===== src/verilog/iob_apb_pkg.sv =====
package iob_apb_pkg;

   // Bus widths shared by the IOb side and the APB side
   localparam int unsigned ADDR_W = 12;
   localparam int unsigned DATA_W = 32;
   localparam int unsigned STRB_W = DATA_W / 8;

   typedef logic [ADDR_W-1:0] addr_t;  // Byte address
   typedef logic [DATA_W-1:0] data_t;  // Data word
   typedef logic [STRB_W-1:0] strb_t;  // Byte strobes with all zero meaning read

   // IOb native request
   // valid is held with the other fields until ready
   typedef struct packed {
      logic  valid;
      addr_t addr;
      data_t wdata;
      strb_t wstrb;
   } iob_req_t;

   // IOb native response
   typedef struct packed {
      logic  ready;   // Request accepted
      logic  rvalid;  // Read data valid one cycle after acceptance
      data_t rdata;
   } iob_rsp_t;

   // APB request, driven by the bridge
   // sel and enable rise together with no setup phase
   typedef struct packed {
      logic  sel;
      logic  enable;
      logic  write;
      addr_t addr;
      data_t wdata;
      strb_t wstrb;
   } apb_req_t;

   // APB response, driven by the slave
   typedef struct packed {
      logic  ready;  // Transfer ends in this cycle
      data_t rdata;
   } apb_rsp_t;

endpackage


===== src/verilog/regmap_pkg.sv =====
package regmap_pkg;

   // Word index into the register file for up to 8 registers
   typedef logic [2:0] reg_idx_t;

   // Where the word index sits in the byte address
   localparam int unsigned IDX_LSB = 2;
   localparam int unsigned IDX_MSB = IDX_LSB + $bits(reg_idx_t) - 1;

   // Index of the read-only identification word
   localparam reg_idx_t ID_IDX = '0;

   // Contents of the identification word
   localparam iob_apb_pkg::data_t ID_WORD = 32'h1AB0_0A01;

endpackage


===== src/verilog/iob_iob2apb.sv =====
`timescale 1ns/1ps

module iob_iob2apb (
   input  logic                  clk_i,
   input  logic                  reset_i,

   // IOb side
   input  iob_apb_pkg::iob_req_t iob_req_i,
   output iob_apb_pkg::iob_rsp_t iob_rsp_o,

   // APB side
   output iob_apb_pkg::apb_req_t apb_req_o,
   input  iob_apb_pkg::apb_rsp_t apb_rsp_i
);

   typedef enum logic [1:0] {
      WAIT_VALID,    // Idle with enable following valid
      WAIT_READY,    // Transfer in progress
      READ_RECOVER   // One cycle with enable low after a read
   } state_e;

   state_e             state_q;
   state_e             state_d;
   logic               apb_enable;
   logic               apb_write;
   logic               read_done;
   logic               rvalid_q;
   iob_apb_pkg::data_t rdata_q;

   assign apb_write = |iob_req_i.wstrb;  // Any strobe set means write
   assign read_done = apb_enable & apb_rsp_i.ready & ~apb_write;

   always_comb begin
      state_d    = state_q;
      apb_enable = 1'b0;

      case (state_q)
         WAIT_VALID: begin
            if (iob_req_i.valid) begin
               apb_enable = 1'b1;  // Same cycle as valid
               if (!apb_rsp_i.ready) begin
                  state_d = WAIT_READY;
               end else if (!apb_write) begin
                  // Slave without wait states ends at once
                  state_d = READ_RECOVER;
               end
            end
         end
         WAIT_READY: begin
            apb_enable = 1'b1;
            if (apb_rsp_i.ready) begin
               // Writes go back to idle, so the next one follows without a gap
               state_d = apb_write ? WAIT_VALID : READ_RECOVER;
            end
         end
         READ_RECOVER: begin
            state_d = WAIT_VALID;  // enable stays low here
         end
         default: begin
            state_d = WAIT_VALID;
         end
      endcase
   end

   always_ff @(posedge clk_i) begin
      if (reset_i) begin
         state_q <= WAIT_VALID;
      end else begin
         state_q <= state_d;
      end
   end

   // Read data and its strobe registered at the ready edge
   always_ff @(posedge clk_i) begin
      if (reset_i) begin
         rvalid_q <= 1'b0;
         rdata_q  <= '0;
      end else begin
         rvalid_q <= read_done;  // Single cycle pulse
         if (read_done) begin
            rdata_q <= apb_rsp_i.rdata;
         end
      end
   end

   assign apb_req_o.sel    = apb_enable;
   assign apb_req_o.enable = apb_enable;
   assign apb_req_o.write  = apb_write;
   assign apb_req_o.addr   = iob_req_i.addr;
   assign apb_req_o.wdata  = iob_req_i.wdata;
   assign apb_req_o.wstrb  = iob_req_i.wstrb;

   assign iob_rsp_o.ready  = apb_rsp_i.ready;  // Accept when the slave completes
   assign iob_rsp_o.rvalid = rvalid_q;
   assign iob_rsp_o.rdata  = rdata_q;

endmodule


===== src/verilog/apb_regfile.sv =====
`timescale 1ns/1ps

module apb_regfile #(
   parameter int unsigned NUM_REGS    = 8,  // Implemented registers up to 8
   parameter int unsigned WAIT_STATES = 2   // Wait cycles per transfer
) (
   input  logic                  clk_i,
   input  logic                  reset_i,
   input  iob_apb_pkg::apb_req_t apb_req_i,
   output iob_apb_pkg::apb_rsp_t apb_rsp_o
);

   localparam int unsigned NUM_BYTES = $bits(iob_apb_pkg::strb_t);
   localparam int unsigned CNT_W     = (WAIT_STATES > 0) ? $clog2(WAIT_STATES + 1) : 1;

   typedef logic [CNT_W-1:0] wait_cnt_t;

   localparam wait_cnt_t CNT_LAST = wait_cnt_t'(WAIT_STATES);

   wait_cnt_t             wait_cnt_q;
   logic                  ready;
   logic                  write_en;
   logic                  idx_ok;
   regmap_pkg::reg_idx_t  idx;
   iob_apb_pkg::data_t    rdata;
   iob_apb_pkg::data_t    regs_q [NUM_REGS];

   assign idx = apb_req_i.addr[regmap_pkg::IDX_MSB:regmap_pkg::IDX_LSB];

   // Writable range excludes the ID word
   assign idx_ok = (idx != regmap_pkg::ID_IDX) && (int'(idx) < NUM_REGS);

   // Wait counter runs only while enable is high
   assign ready = apb_req_i.enable & (wait_cnt_q == CNT_LAST);

   always_ff @(posedge clk_i) begin
      if (reset_i) begin
         wait_cnt_q <= '0;
      end else if (!apb_req_i.enable || ready) begin
         wait_cnt_q <= '0;  // Ready for the next transfer
      end else begin
         wait_cnt_q <= wait_cnt_q + wait_cnt_t'(1);
      end
   end

   assign write_en = ready & apb_req_i.sel & apb_req_i.write & idx_ok;

   // Byte strobed writes into the writable range
   always_ff @(posedge clk_i) begin
      if (reset_i) begin
         for (int r = 0; r < NUM_REGS; r++) begin
            regs_q[r] <= '0;
         end
      end else if (write_en) begin
         for (int b = 0; b < NUM_BYTES; b++) begin
            if (apb_req_i.wstrb[b]) begin
               regs_q[idx][8*b +: 8] <= apb_req_i.wdata[8*b +: 8];
            end
         end
      end
   end

   // Read mux
   always_comb begin
      if (idx == regmap_pkg::ID_IDX) begin
         rdata = regmap_pkg::ID_WORD;
      end else if (int'(idx) < NUM_REGS) begin
         rdata = regs_q[idx];
      end else begin
         rdata = '0;  // Unimplemented index
      end
   end

   assign apb_rsp_o.ready = ready;
   assign apb_rsp_o.rdata = rdata;

endmodule


===== src/verilog/iob_apb_top.sv =====
`timescale 1ns/1ps

module iob_apb_top #(
   parameter int unsigned NUM_REGS    = 8,
   parameter int unsigned WAIT_STATES = 2
) (
   input  logic                  clk_i,
   input  logic                  reset_i,
   input  iob_apb_pkg::iob_req_t iob_req_i,
   output iob_apb_pkg::iob_rsp_t iob_rsp_o
);

   // APB link between bridge and register file
   iob_apb_pkg::apb_req_t apb_req;
   iob_apb_pkg::apb_rsp_t apb_rsp;

   iob_iob2apb bridge (
      .clk_i     (clk_i),
      .reset_i   (reset_i),
      .iob_req_i (iob_req_i),
      .iob_rsp_o (iob_rsp_o),
      .apb_req_o (apb_req),
      .apb_rsp_i (apb_rsp)
   );

   apb_regfile #(
      .NUM_REGS    (NUM_REGS),
      .WAIT_STATES (WAIT_STATES)
   ) regs (
      .clk_i     (clk_i),
      .reset_i   (reset_i),
      .apb_req_i (apb_req),
      .apb_rsp_o (apb_rsp)
   );

endmodule


===== config.mk =====
export PLATFORM = sky130hd
export DESIGN_NAME = iob_apb_top
export DESIGN_NICKNAME = d
export VERILOG_FILES = /design/src/verilog/iob_apb_pkg.sv /design/src/verilog/regmap_pkg.sv /design/src/verilog/iob_iob2apb.sv /design/src/verilog/apb_regfile.sv /design/src/verilog/iob_apb_top.sv
export SDC_FILE = /design/constraint.sdc
export NUM_CORES = 1
export LEC_CHECK = 0
export ABC_CLOCK_PERIOD_IN_PS = 2800
export BUFFER_PORTS_ARGS = -buffer_cell sky130_fd_sc_hd__buf_2
export CAP_MARGIN = 15
export CELL_PAD_IN_SITES_DETAIL_PLACEMENT = 0
export CELL_PAD_IN_SITES_GLOBAL_PLACEMENT = 1
export CORE_MARGIN = 2
export CORE_UTILIZATION = 25
export CTS_CLUSTER_SIZE = 14
export DETAILED_ROUTE_END_ITERATION = 12
export GPL_TIMING_DRIVEN = 0
export HOLD_SLACK_MARGIN = 0.08
export PLACE_DENSITY_LB_ADDON = 0.25
export RECOVER_POWER = 50
export SLEW_MARGIN = 20
export SYNTH_ARGS = -nofsm -noshare
export SYNTH_HDL_FRONTEND = slang
export SYNTH_HIERARCHICAL = 1
export SYNTH_SLANG_ARGS = --single-unit

===== constraint.sdc =====
create_clock -name clk_i -period 2.8 [get_ports clk_i]
set_clock_uncertainty 0.15 [all_clocks]
set_input_delay 0.14 -clock clk_i [delete_from_list [all_inputs] [get_ports clk_i]]
set_output_delay 0.14 -clock clk_i [all_outputs]
set_load 0.01 [all_outputs]

# Yosys cells after proc, flatten, opt, wreduce, memory -nomap -nowiden
# Memories as Yosys holds them, arrays and structs flattened.
# Cells that the tools add are included.
# word_totals
ff_bits,37
ram_bits,256
memories,1
# classes
n_addsub,1
n_eq_ne,5
muxes,30
bitwise,6
n_reduce_logical,9
# memory_table
memory,words,width,read_ports,rd_ports_with_merged_regs,wr,line_no,source
regs.regs_q,8,32,1,0,8,apb_regfile.sv:26,iob_apb_pkg::data_t regs_q [NUM_REGS];
# ops
operator,n
32-bit two-way mux,2
32-bit OR reduction,1
1-bit two-way mux,19
2-bit two-way mux,5
1-bit bitwise AND,5
4-bit two-way mux,1
2-bit case mux with 2 select lines,1
4-bit OR reduction,1
3-bit logical NOT,1
3-bit two-way mux,1
"3-bit inequality test, second input constant",1
3-bit AND reduction,1
3-bit nonzero test,1
"2-bit by 1-bit adder with 2-bit output, second input constant",1
"2-bit by 1-bit equality test with 1-bit output, second input constant",1
"2-bit equality test, second input constant",1
2-bit logical NOT,1
"2-bit by 1-bit inequality test with 1-bit output, second input constant",1
"2-bit inequality test, second input constant",1
1-bit case mux with 2 select lines,1
2-bit OR reduction,1
1-bit logical NOT,1
1-bit logical OR,1
1-bit inverter,1

# Depth between registers and ports, before layout
# Gate-level depths: netlist (run 1).
# depth
word_depth,11
depth_mapped,10

# Modules after synthesis
# Netlist (run 1), hierarchy kept.
# by_module_without_submodules
mod,n_inst,cells_each,area_each_um2,seq_area_each_um2
apb_regfile,1,905,11019.3,6766.5
iob_iob2apb,1,202,1969.4,700.7

# Worst setup path before layout (run 1)
# No wires, ideal clock.
# synth_timing
path_kind,reg-to-reg
start,reg bridge.state_q[1]
end,"mem regs/regs_q[3][0] (netlist name), enable pin"
setup_time_ps,326
arrival_time_ps,1429
t_required_ps,2324
path_slack_ps,895
stages_incl_launch_ff,6
n_path_buf,1
synth_period_minus_slack_ps,1905
cell_sequence,dfxtp_1 > o21ba_2 > buf_4 > and4_1 > and3_1 > a21o_1
# synth_rtl
element,line_no,source
"start, declared",iob_iob2apb.sv:22,state_e state_q;
"start signal, assigned",iob_iob2apb.sv:69,state_q <= state_d;
"end, declared",apb_regfile.sv:26,

==> key figures, run 1 <==
Timing
  – Fin Setup TNS: 0 ns
  – # setup viols final: 0
  – Fmax: 364.9 MHz
  – WHS: 0.08739 ns
  – RSZ-0062 raised after global routing: no
  – Final hold violation count: 0
  – Worst Max-Slew Pin Slew: 0.9521 ns
  – Tmin final: 2.740 ns
  – Crit share post-route: 97.86%
  – Worst rel slew slack: 36.00%
  – Final Max Slew Viols: 0

Finish
  – Number of diodes: 0
  – Commonest non-fill, non-tap cells in the layout: nor2_1, edfxtp_1, mux2i_1
  – Layout Area Growth over Synthesis: 17.40%
  – Fin area: 0.01517 mm²
  – Share of cells above drive strength 1: 15.32%
  – Commonest non-fill, non-tap cell in the layout: nor2_1
  – Nets: 1,255
  – Final core utilization: 29.63%
  – Layout fillers: 5,292

Floorplan
  – Starting Density: 25.24%
  – Ports: 85
  – Die Wd: 231.3 µm
  – Std cell rows: 83
  – Die Y-Extent: 231.3 µm
  – Core Area: 0.05120 mm²
  – Die ar.: 0.05352 mm²

Routing
  – Via count: 8,815
  – Vias/cell: 4.622
  – DRT Pass-1 Iters: 4
  – Routed wire per std cell: 23.15 µm
  – DR iter-0 viols: 587
  – Routed WL: 44,150 µm
  – DRC violations left: 0
  – ANT nets after route: 0

Clocking
  – Reg clk slew, reported paths: 0.06 ns
  – CTS tree: done
  – Setup bufs post-CTS: 0
  – CTS Buf Count: 30
  – Clock tree buffer depth: 3
  – CTS Sinks: 261
  – Worst skew pair latency: 0.56 ns
  – H-tree depth: 1
  – Clock Tree Root: clkbuf_16

Placement
  – GPL Wtd Cong: 0.8443
  – Placed Area: 0.01397 mm²
  – Final HPWL DP: 30,530 µm
  – Port Buffers: 39

Global route
  – Vias in the first global route: 8,936
  – Largest net degree at the start of global routing: 15
  – Global-route wire length before repair: 62,360 µm
  – Gr usage total: 16.31%
  – Remaining Overflow, GRT: 0
  – Antenna violations before repair: 0

Power and ir drop
  – Switching Share: 23.33%
  – Max VDD drop: 0.3961 mV
  – Internal cell power: 7.165 mW
  – Power, Total: 9.345 mW
  – Reg power frac: 46.6%
  – PwrDens: 616.0 mW/mm²
  – Combinational share of power: 8.6%
  – Sw Pwr: 2.180 mW
  – Leakage: 5.410 nW
  – Clock power share: 44.8%

Synthesis
  – Yosys warnings: 6
  – Cell count after synthesis: 1,098
  – Area of the mapped netlist: 0.01292 mm²
  – Syn_nets: 1,150
  – Synthesized area per cell: 11.77 µm²

Worst setup path
  – Crit-path max FO: 9
  – Critical Path RT: 2.84 ns
  – Crit end category: register
  – Setup Crit Path Kind: reg2reg
  – Startpoint types: register
  – Setup slack, reg-to-reg: 0.06 ns
  – CP arrival: 2.78 ns

Outcome
  – Status: finished clean

Min path
  – HP Class: in2reg

Flow run
  – Max Cap Viol: 0
==> per-layer routing <==
layer | vias to the layer above | track usage, % | part of all wire, %
li1 | 4088 | - | -
met1 | 4430 | 21.49 | 45
met2 | 228 | 27.14 | 47
met3 | 69 | 2.707 | 4.9
met4 | 0 | 5.363 | 2.9
met5 | - | 0 | 0
==> flip-flops by register name, indices dropped and copies added, names as in the netlist <==
name             cells
bridge/rdata_q      32
bridge/rvalid_q      1
regs/regs_q        224
regs/wait_cnt_q      2
bridge/state_q       2
==> power by group through the flow <==
stage / sequential (mW) / combinational (mW) / clock, mW
floorplan: 4.43 / 0.495 / 0
global placement: 4.44 / 0.772 / 0
detailed placement: 4.44 / 0.776 / 0
CTS: 4.36 / 0.816 / 4.29
global route: 4.37 / 0.856 / 4.41
finish: 4.36 / 0.801 / 4.19
==> critical path: stages, from the launching register on <==
cell,delay (ns)
dfxtp_1,0.29
o21ba_2,0.26
buf_4,0.13
nand4_2,0.27
nor3_1,0.64
a21o_1,0.62
==> worst paths after layout <==
kind                                       start                              end  cells after the start
hold / removal                           reset_i  bridge/rdata_q[19]$_SDFFE_PP0P_                      3
hold reg to reg    regs/wait_cnt_q[0]$_SDFF_PP0_    regs/wait_cnt_q[0]$_SDFF_PP0_                      1
setup reg to reg  bridge/state_q[1]$_SDFFE_PP0P_  regs/regs_q[5][9]$_SDFFCE_PN0P_                      5
setup / recovery  bridge/state_q[1]$_SDFFE_PP0P_  regs/regs_q[5][9]$_SDFFCE_PN0P_                      5
==> through the flow <==
stage	setup WS (ns)	instances
after detailed placement	0.02079	1817
after global routing	0.05294	1907
after global placement	0.01943	1817
after CTS	0.1200	1907
final	0.05989	1907
after floorplan	0.8950	1098
==> cell type report <==
cell class                      count  area [µm²]  share of cell area, %
Inverter                           11       41.29                 0.2722
Tap cell                          680       850.8                  5.609
Buffer                            143       890.9                  5.873
Timing Repair Buffer               73       491.7                  3.242
Clock inverter                     12       135.1                 0.8908
Multi-Input combinational cell    683        4367                  28.79
Clock buffer                       44       925.9                  6.104
Sequential cell                   261        7467                  49.22
==> what timing repair did <==
action,CTS,global route
endpoints found under the hold margin,243,0
hold buffers,34,0
resized for setup,0,1
endpoints found under the setup margin,0,4
Power figures use the tool's default switching activity.
==> run 2, diff against run 1 <==
- SETUP_SLACK_MARGIN: not set -> 0.4
==> run 2 against run 1 <==
Non-clock buffer count stayed put. Highest routed layer unchanged. Clock power is essentially flat. Critical path type is now in2reg. Sequential share of layout area down 0.51 points. Global-route usage about the same. Largest cell class unchanged. Cell count stayed put.
==> key figures, run 2 (synthesized netlist as in run 1, its figures left out) <==
Outcome
  – Status: finished clean

Placement
  – Port Buffers: 39 (unchanged)
  – Final HPWL DP: 30,530 µm (unchanged)
  – Placed cells: 1,817 (unchanged)
  – GPL Wtd Cong: 0.8443 (unchanged)

Floorplan
  – Std cell rows: 83 (unchanged)
  – Die Y-Extent: 231.3 µm (unchanged)
  – Core Area: 0.05120 mm² (unchanged)
  – Die ar.: 0.05352 mm² (unchanged)
  – Ports: 85 (unchanged)
  – Die Wd: 231.3 µm (unchanged)
  – Starting Density: 25.24% (unchanged)

Power and ir drop
  – Clock power share: 44.7% (about the same)
  – Max VDD drop: 0.3926 mV (-0.88%)
  – PwrDens: 609.5 mW/mm² (-1.1%)
  – Power, Total: 9.342 mW (about the same)
  – Sw Pwr: 2.174 mW (-0.27%)
  – Leakage: 5.440 nW (+0.56%)
  – Combinational share of power: 8.6% (about the same)
  – Internal cell power: 7.168 mW (about the same)
  – Reg power frac: 46.6% (about the same)
  – Switching Share: 23.27% (-0.056 points)

Timing
  – Worst Max-Slew Pin Slew: 1.020 ns (+0.06745 ns)
  – Worst rel slew slack: 31.46% (-4.5 points)
  – Final Max Slew Viols: 0 (unchanged)
  – Crit share post-route: 91.61% (-6.3 points)
  – Fmax: 389.9 MHz (+6.8%)
  – Fin Setup TNS: 0 ns (unchanged)
  – Tmin final: 2.565 ns (-0.1751 ns)
  – Final hold violation count: 0 (unchanged)
  – # setup viols final: 0 (unchanged)
  – RSZ-0062 raised after global routing: yes

Finish
  – Commonest non-fill, non-tap cells in the layout: nor2_1, edfxtp_1, mux2i_1
  – Multi-input logic area: 0.004404 mm² (+0.86%)
  – Commonest non-fill, non-tap cell in the layout: nor2_1
  – Layout Area Growth over Synthesis: 18.63%
  – Most flops, register: regs/regs_q
  – Nets: 1,255 (unchanged)
  – Share of cells above drive strength 1: 17.60% (+2.3 points)
  – Number of diodes: 0 (unchanged)
  – Max reg flops: 224 (unchanged)
  – Final core utilization: 29.94% (+0.31 points)
  – Non-Filler Instances: 1,907 (unchanged)
  – Layout fillers: 5,275 (-0.32%)
  – Biggest regs: regs/regs_q (224), bridge/rdata_q (32)
  – Register area: 0.007467 mm² (unchanged)

Worst setup path
  – Crit-path max FO: 10 (+1)
  – Setup Crit Path Kind: in2reg
  – Critical Path RT: 2.93 ns (+0.09 ns)
  – Startpoint types: input port
  – Crit end category: register
  – CP arrival: 2.70 ns (-0.08 ns)

Clocking
  – Clock tree buffer depth: 3 (unchanged)
  – Worst skew pair latency: 0.56 ns (about the same)
  – H-tree depth: 1 (unchanged)
  – CTS Buf Count: 30 (unchanged)
  – Clock Tree Root: clkbuf_16
  – Reg clk slew, reported paths: 0.06 ns (about the same)
  – Setup bufs post-CTS: 0 (unchanged)
  – CTS Sinks: 261 (unchanged)
  – CTS tree: done

Routing
  – Routed wire per std cell: 23.19 µm (+0.16%)
  – DRC violations left: 0 (unchanged)
  – DRT Pass-1 Iters: 5 (+1)
  – Routed WL: 44,220 µm (+0.16%)
  – ANT nets after route: 0 (unchanged)
  – DR iter-0 viols: 535 (-8.9%)
  – Vias/cell: 4.619 (about the same)
  – Via count: 8,809 (-0.068%)

Global route
  – Remaining Overflow, GRT: 0 (unchanged)
  – Antenna violations before repair: 0 (unchanged)
  – Gr usage total: 16.31% (about the same)
  – Vias in the first global route: 8,944 (+0.090%)
  – Largest net degree at the start of global routing: 15 (unchanged)
  – Global-route wire length before repair: 62,390 µm (about the same)

Flow run
  – Max Cap Viol: 0 (unchanged)

Min path
  – HP Class: in2reg
==> run 2: layout make-up <==
type	instances	area share, %
multi-input cells	683	28.73
inverters	11	0.2694
clock inverters	12	0.8816
repair buffers	73	3.208
plain buffers	143	6.604
flip-flops and latches	261	48.71
clock buffers	44	6.040
well taps	680	5.551
==> run 2: final timing paths <==
| kind | start | to | slack [ns] | cells past startpoint |
|---|---|---|---|---|
| max | iob_req_i[1] | regs/regs_q[6][10]$_SDFFCE_PN0P_ | 0.23 | 8 |
| min | reset_i | bridge/rdata_q[19]$_SDFFE_PP0P_ | 0.09 | 3 |
| max reg2reg | bridge/state_q[1]$_SDFFE_PP0P_ | regs/regs_q[7][20]$_SDFFCE_PN0P_ | 0.26 | 5 |
| min reg2reg | regs/wait_cnt_q[0]$_SDFF_PP0_ | regs/wait_cnt_q[0]$_SDFF_PP0_ | 0.26 | 1 |
==> run 2: power by group through the flow <==
stage / Combinational (mW) / Clock, mW / Sequential, mW
after global placement: 0.772 / 0 / 4.44
after global routing: 0.862 / 4.41 / 4.37
after CTS: 0.818 / 4.29 / 4.36
after detailed placement: 0.776 / 0 / 4.44
after floorplan: 0.495 / 0 / 4.43
final: 0.807 / 4.18 / 4.36
==> run 2: worst max-delay path: stages <==
cell,delay [ns]
clkbuf_1,0.10
nor4_2,0.89
inv_1,0.08
clkbuf_4,0.17
and4_1,0.29
nand3_1,0.30
clkbuf_1,0.59
nor2_1,0.12
==> run 2: timing repair <==
action,4_1_cts,5_1_grt
hold buffers,34,0
endpoints found under the setup margin,160,168
endpoints found under the hold margin,243,0
gates resized for setup,9,21
==> run 2: through the flow <==
stage          hold WS [ns]  cell area, µm²  setup WS, ns
2_1_floorplan        0.2411           12920        0.8950
3_3_place_gp         0.2532           13970       0.01943
3_5_place_dp         0.2577           13970       0.02079
4_1_cts              0.1101           15380        0.2154
5_1_grt              0.1367           15330        0.1943
6_report            0.08678           15330        0.2349
==> run 2: layer usage <==
layer  global-route usage (%)  wire (µm)
met3                    2.707       2314
met1                    21.49      19720
met2                    27.16      20860
met5                        0          0
met4                    5.363       1315
==> run 3, diff against run 2 <==
- CORE_UTILIZATION: 25 -> 40
- SYNTH_HIERARCHICAL: 1 -> not set
==> run 3 against run 2 <==
Hold slack improved by 0.039 ns. Count of clock-buffer cells in the layout fell by 2. Via count down 12%. Clock power decreased by 3%. Sequential power hardly changed. Critical path depth unchanged. Maximum frequency up 3.6%. Largest power group unchanged. Non-clock buffer count decreased by 37. Power down 3.6%. Critical path type is now reg2reg. Synthesized area shrank 8.0%. First-iteration DRC count rose by 20%.
==> key figures, run 3 <==
Outcome
  – Status: finished clean

Global route
  – Global-route wire length before repair: 48,300 µm (-23%)
  – Antenna violations before repair: 0 (unchanged)
  – Gr usage total: 21.32% (+5.0 points)
  – Remaining Overflow, GRT: 0 (unchanged)
  – Vias in the first global route: 7,470 (-16%)
  – Largest net degree at the start of global routing: 15 (unchanged)

Synthesis
  – Asr flop ratio synth: 0%
  – Largest area contributor in the netlist: edfxtp_1
  – Yosys warnings: 0 (-6)
  – Most frequent cells after synthesis: and2_1, edfxtp_1, mux2i_1
  – Area of the mapped netlist: 0.01189 mm² (-8.0%)
  – Post-synth top area share: 56.57%
  – Cell count after synthesis: 919 (-16%)
  – Post-synth EDFFs: 224
  – Syn_nets: 971 (-16%)
  – Distinct cell type count after synthesis: 44
  – Top_reg_cell synth: edfxtp_1
  – Most frequent cell after synthesis: and2_1
  – Largest cells by area after synthesis: edfxtp_1, and2_1, mux2i_1
  – Synthesized area per cell: 12.94 µm² (+10%)
  – Seq/Total Area, Yosys: 62.79%
  – FF+latch count, synth: 261

Finish
  – Biggest regs: regs.regs_q (224), bridge.rdata_q (32)
  – Fin area: 0.01431 mm² (-6.6%)
  – Number of diodes: 0 (unchanged)
  – Most flops, register: regs.regs_q
  – Layout Area Growth over Synthesis: 20.37%
  – Commonest non-fill, non-tap cell in the layout: edfxtp_1
  – Commonest non-fill, non-tap cells in the layout: edfxtp_1, and2_1, mux2i_1
  – Max reg flops: 224 (unchanged)
  – Final core utilization: 48.55% (+19 points)
  – Nets: 1,131 (-9.9%)
  – Share of cells above drive strength 1: 17.04% (-0.56 points)
  – Layout fillers: 2,722 (-48%)

Clocking
  – Clock tree buffer depth: 3 (unchanged)
  – Worst skew pair latency: 0.55 ns (about the same)
  – CTS Sinks: 261 (unchanged)
  – CTS Buf Count: 30 (unchanged)
  – H-tree depth: 1 (unchanged)
  – Reg clk slew, reported paths: 0.06 ns (about the same)
  – CTS tree: done
  – Clock Tree Root: clkbuf_16

Worst setup path
  – Crit-path max cell delay: 0.56 ns (-0.33 ns)
  – Crit path launch: regs.wait_cnt_q[0]$_SDFF_PP0_
  – Critical Path RT: 2.90 ns (-0.03 ns)
  – Crit-path max FO: 8 (-2)
  – Crit end category: register
  – CP max-delay cell: or4b_4
  – FF-to-FF Start: regs.wait_cnt_q[0]$_SDFF_PP0_
  – Setup Crit Path Kind: reg2reg
  – Crit-path cells: inv_1, ha_1, clkbuf_1, inv_1, or4b_4, buf_12, nor2_8, or2_4
  – CP arrival: 2.58 ns (-0.12 ns)
  – CP most frequent cell: inv_1
  – Startpoint types: register
  – Top cell family by delay on the critical path: simple AND/OR/NAND/NOR gates
  – Critical path buffers and inverters: 4 (unchanged)

Min path
  – HP Class: in2reg
  – HP Start: iob_req_i[1]

Floorplan
  – Std cell rows: 63 (-24%)
  – Starting Density: 40.34% (+15 points)
  – Die ar.: 0.03112 mm² (-42%)
  – Ports: 85 (unchanged)
  – Die Wd: 176.4 µm (-24%)
  – Die Y-Extent: 176.4 µm (-24%)
  – Core Area: 0.02948 mm² (-42%)

Routing
  – DRC violations left: 0 (unchanged)
  – Routed wire per std cell: 22.14 µm (-4.5%)
  – ANT nets after route: 0 (unchanged)
  – DRT Pass-1 Iters: 5 (unchanged)
  – Routed WL: 33,060 µm (-25%)
  – Via count: 7,714 (-12%)
  – DR iter-0 viols: 644 (+20%)
  – Vias/cell: 5.167 (+12%)

Timing
  – Crit share post-route: 88.39% (-3.2 points)
  – Final Max Slew Viols: 0 (unchanged)
  – Tmin final: 2.475 ns (-0.09000 ns)
  – # setup viols final: 0 (unchanged)
  – Final hold violation count: 0 (unchanged)
  – Fmax: 404.0 MHz (+3.6%)
  – Worst Slack Setup Final: 0.3249 ns (+0.09000 ns)
  – RSZ-0062 raised after global routing: no
  – Worst Max-Slew Pin Slew: 1.104 ns (+0.08473 ns)
  – Worst rel slew slack: 26.38% (-5.1 points)

Placement
  – Worst slack at placement: -0.1169 ns (-0.1376 ns)
  – GPL Wtd Cong: 0.8198 (-2.9%)
  – Placed Area: 0.01274 mm² (-8.8%)
  – Port Buffers: 72 (+85%)
  – Final HPWL DP: 22,480 µm (-26%)

Power and ir drop
  – Max VDD drop: 0.4568 mV (+16%)
  – PwrDens: 629.3 mW/mm² (+3.3%)
  – Leakage: 5.492 nW (+0.96%)

Flow run
  – Max Cap Viol: 0 (unchanged)
-- run 3: cells by family after synthesis --
family / count (synthesis) / share of synthesized area [%]
flops: 261 / 62.79
simple gates: 406 / 20.98
compound gates: 103 / 5.829
mux: 87 / 7.607
buf+inv: 61 / 2.683
fa+ha+maj: 1 / 0.1052
-- run 3: layout make-up --
cell class	instances	area [µm²]	area share [%]
Timing Repair Buffer	128	803.3	5.612
Tap cell	390	488.0	3.409
Clock buffer	42	877.1	6.128
Multi-Input combinational cell	597	4189	29.27
Clock inverter	14	163.9	1.145
Inverter	10	37.54	0.2622
Sequential cell	261	7467	52.17
Buffer	51	287.8	2.010
-- run 3: timing repair --
| item | 4_1_cts | 5_1_grt |
|---|---|---|
| buffers inserted | 4 | 19 |
| hold buffers | 33 | 0 |
| pin swaps | 5 | 13 |
| endpoints found under the setup margin | 217 | 142 |
| gates cloned | 0 | 0 |
| endpoints found under the hold margin | 227 | 0 |
| resized for setup | 33 | 12 |
-- run 3: worst reg2reg max path, delay by kind of cell, from the launching register on --
kind | cells | cell delay [ns]
fa+ha+maj | 1 | 0.14
buf+inv | 4 | 0.65
flops | 1 | 0.31
simple gates | 3 | 0.93
-- run 3: metrics by stage --
stage	TNS [ns]	hold WS [ns]	total power [mW]	cells
after floorplan	0	0.1882	4.751	919
after global placement	0	0.2546	4.992	1381
after detailed placement	-1.362	0.2712	5.001	1381
after CTS	0	0.1083	9.056	1474
after global routing	0	0.1645	9.254	1493
final	0	0.1262	9.008	1493
-- run 3: final timing paths --
path / end / slack [ns] / depth (start not counted)
max: regs.regs_q[2][19]$_SDFFCE_PN0P_ / 0.32 / 8
min reg2reg: regs.wait_cnt_q[0]$_SDFF_PP0_ / 0.28 / 1
min: regs.regs_q[6][9]$_SDFFCE_PN0P_ / 0.13 / 4
max reg2reg: regs.regs_q[2][19]$_SDFFCE_PN0P_ / 0.32 / 8
-- run 3: report_power, final --
| group | internal [mW] | switching (mW) |
|---|---|---|
| Combinational | 0.207 | 0.399 |
| Clock | 2.46 | 1.58 |
| Sequential | 4.33 | 0.0334 |
| Total | 6.99 | 2.01 |
-- run 3: per-layer routing --
metal / track usage [%] / routed length (µm) / part of all wire [%]
met5: 0 / 0 / 0
met4: 6.784 / 1004 / 3.0
met3: 3.639 / 2021 / 6.1
met2: 34.28 / 15220 / 46
met1: 29.52 / 14810 / 45
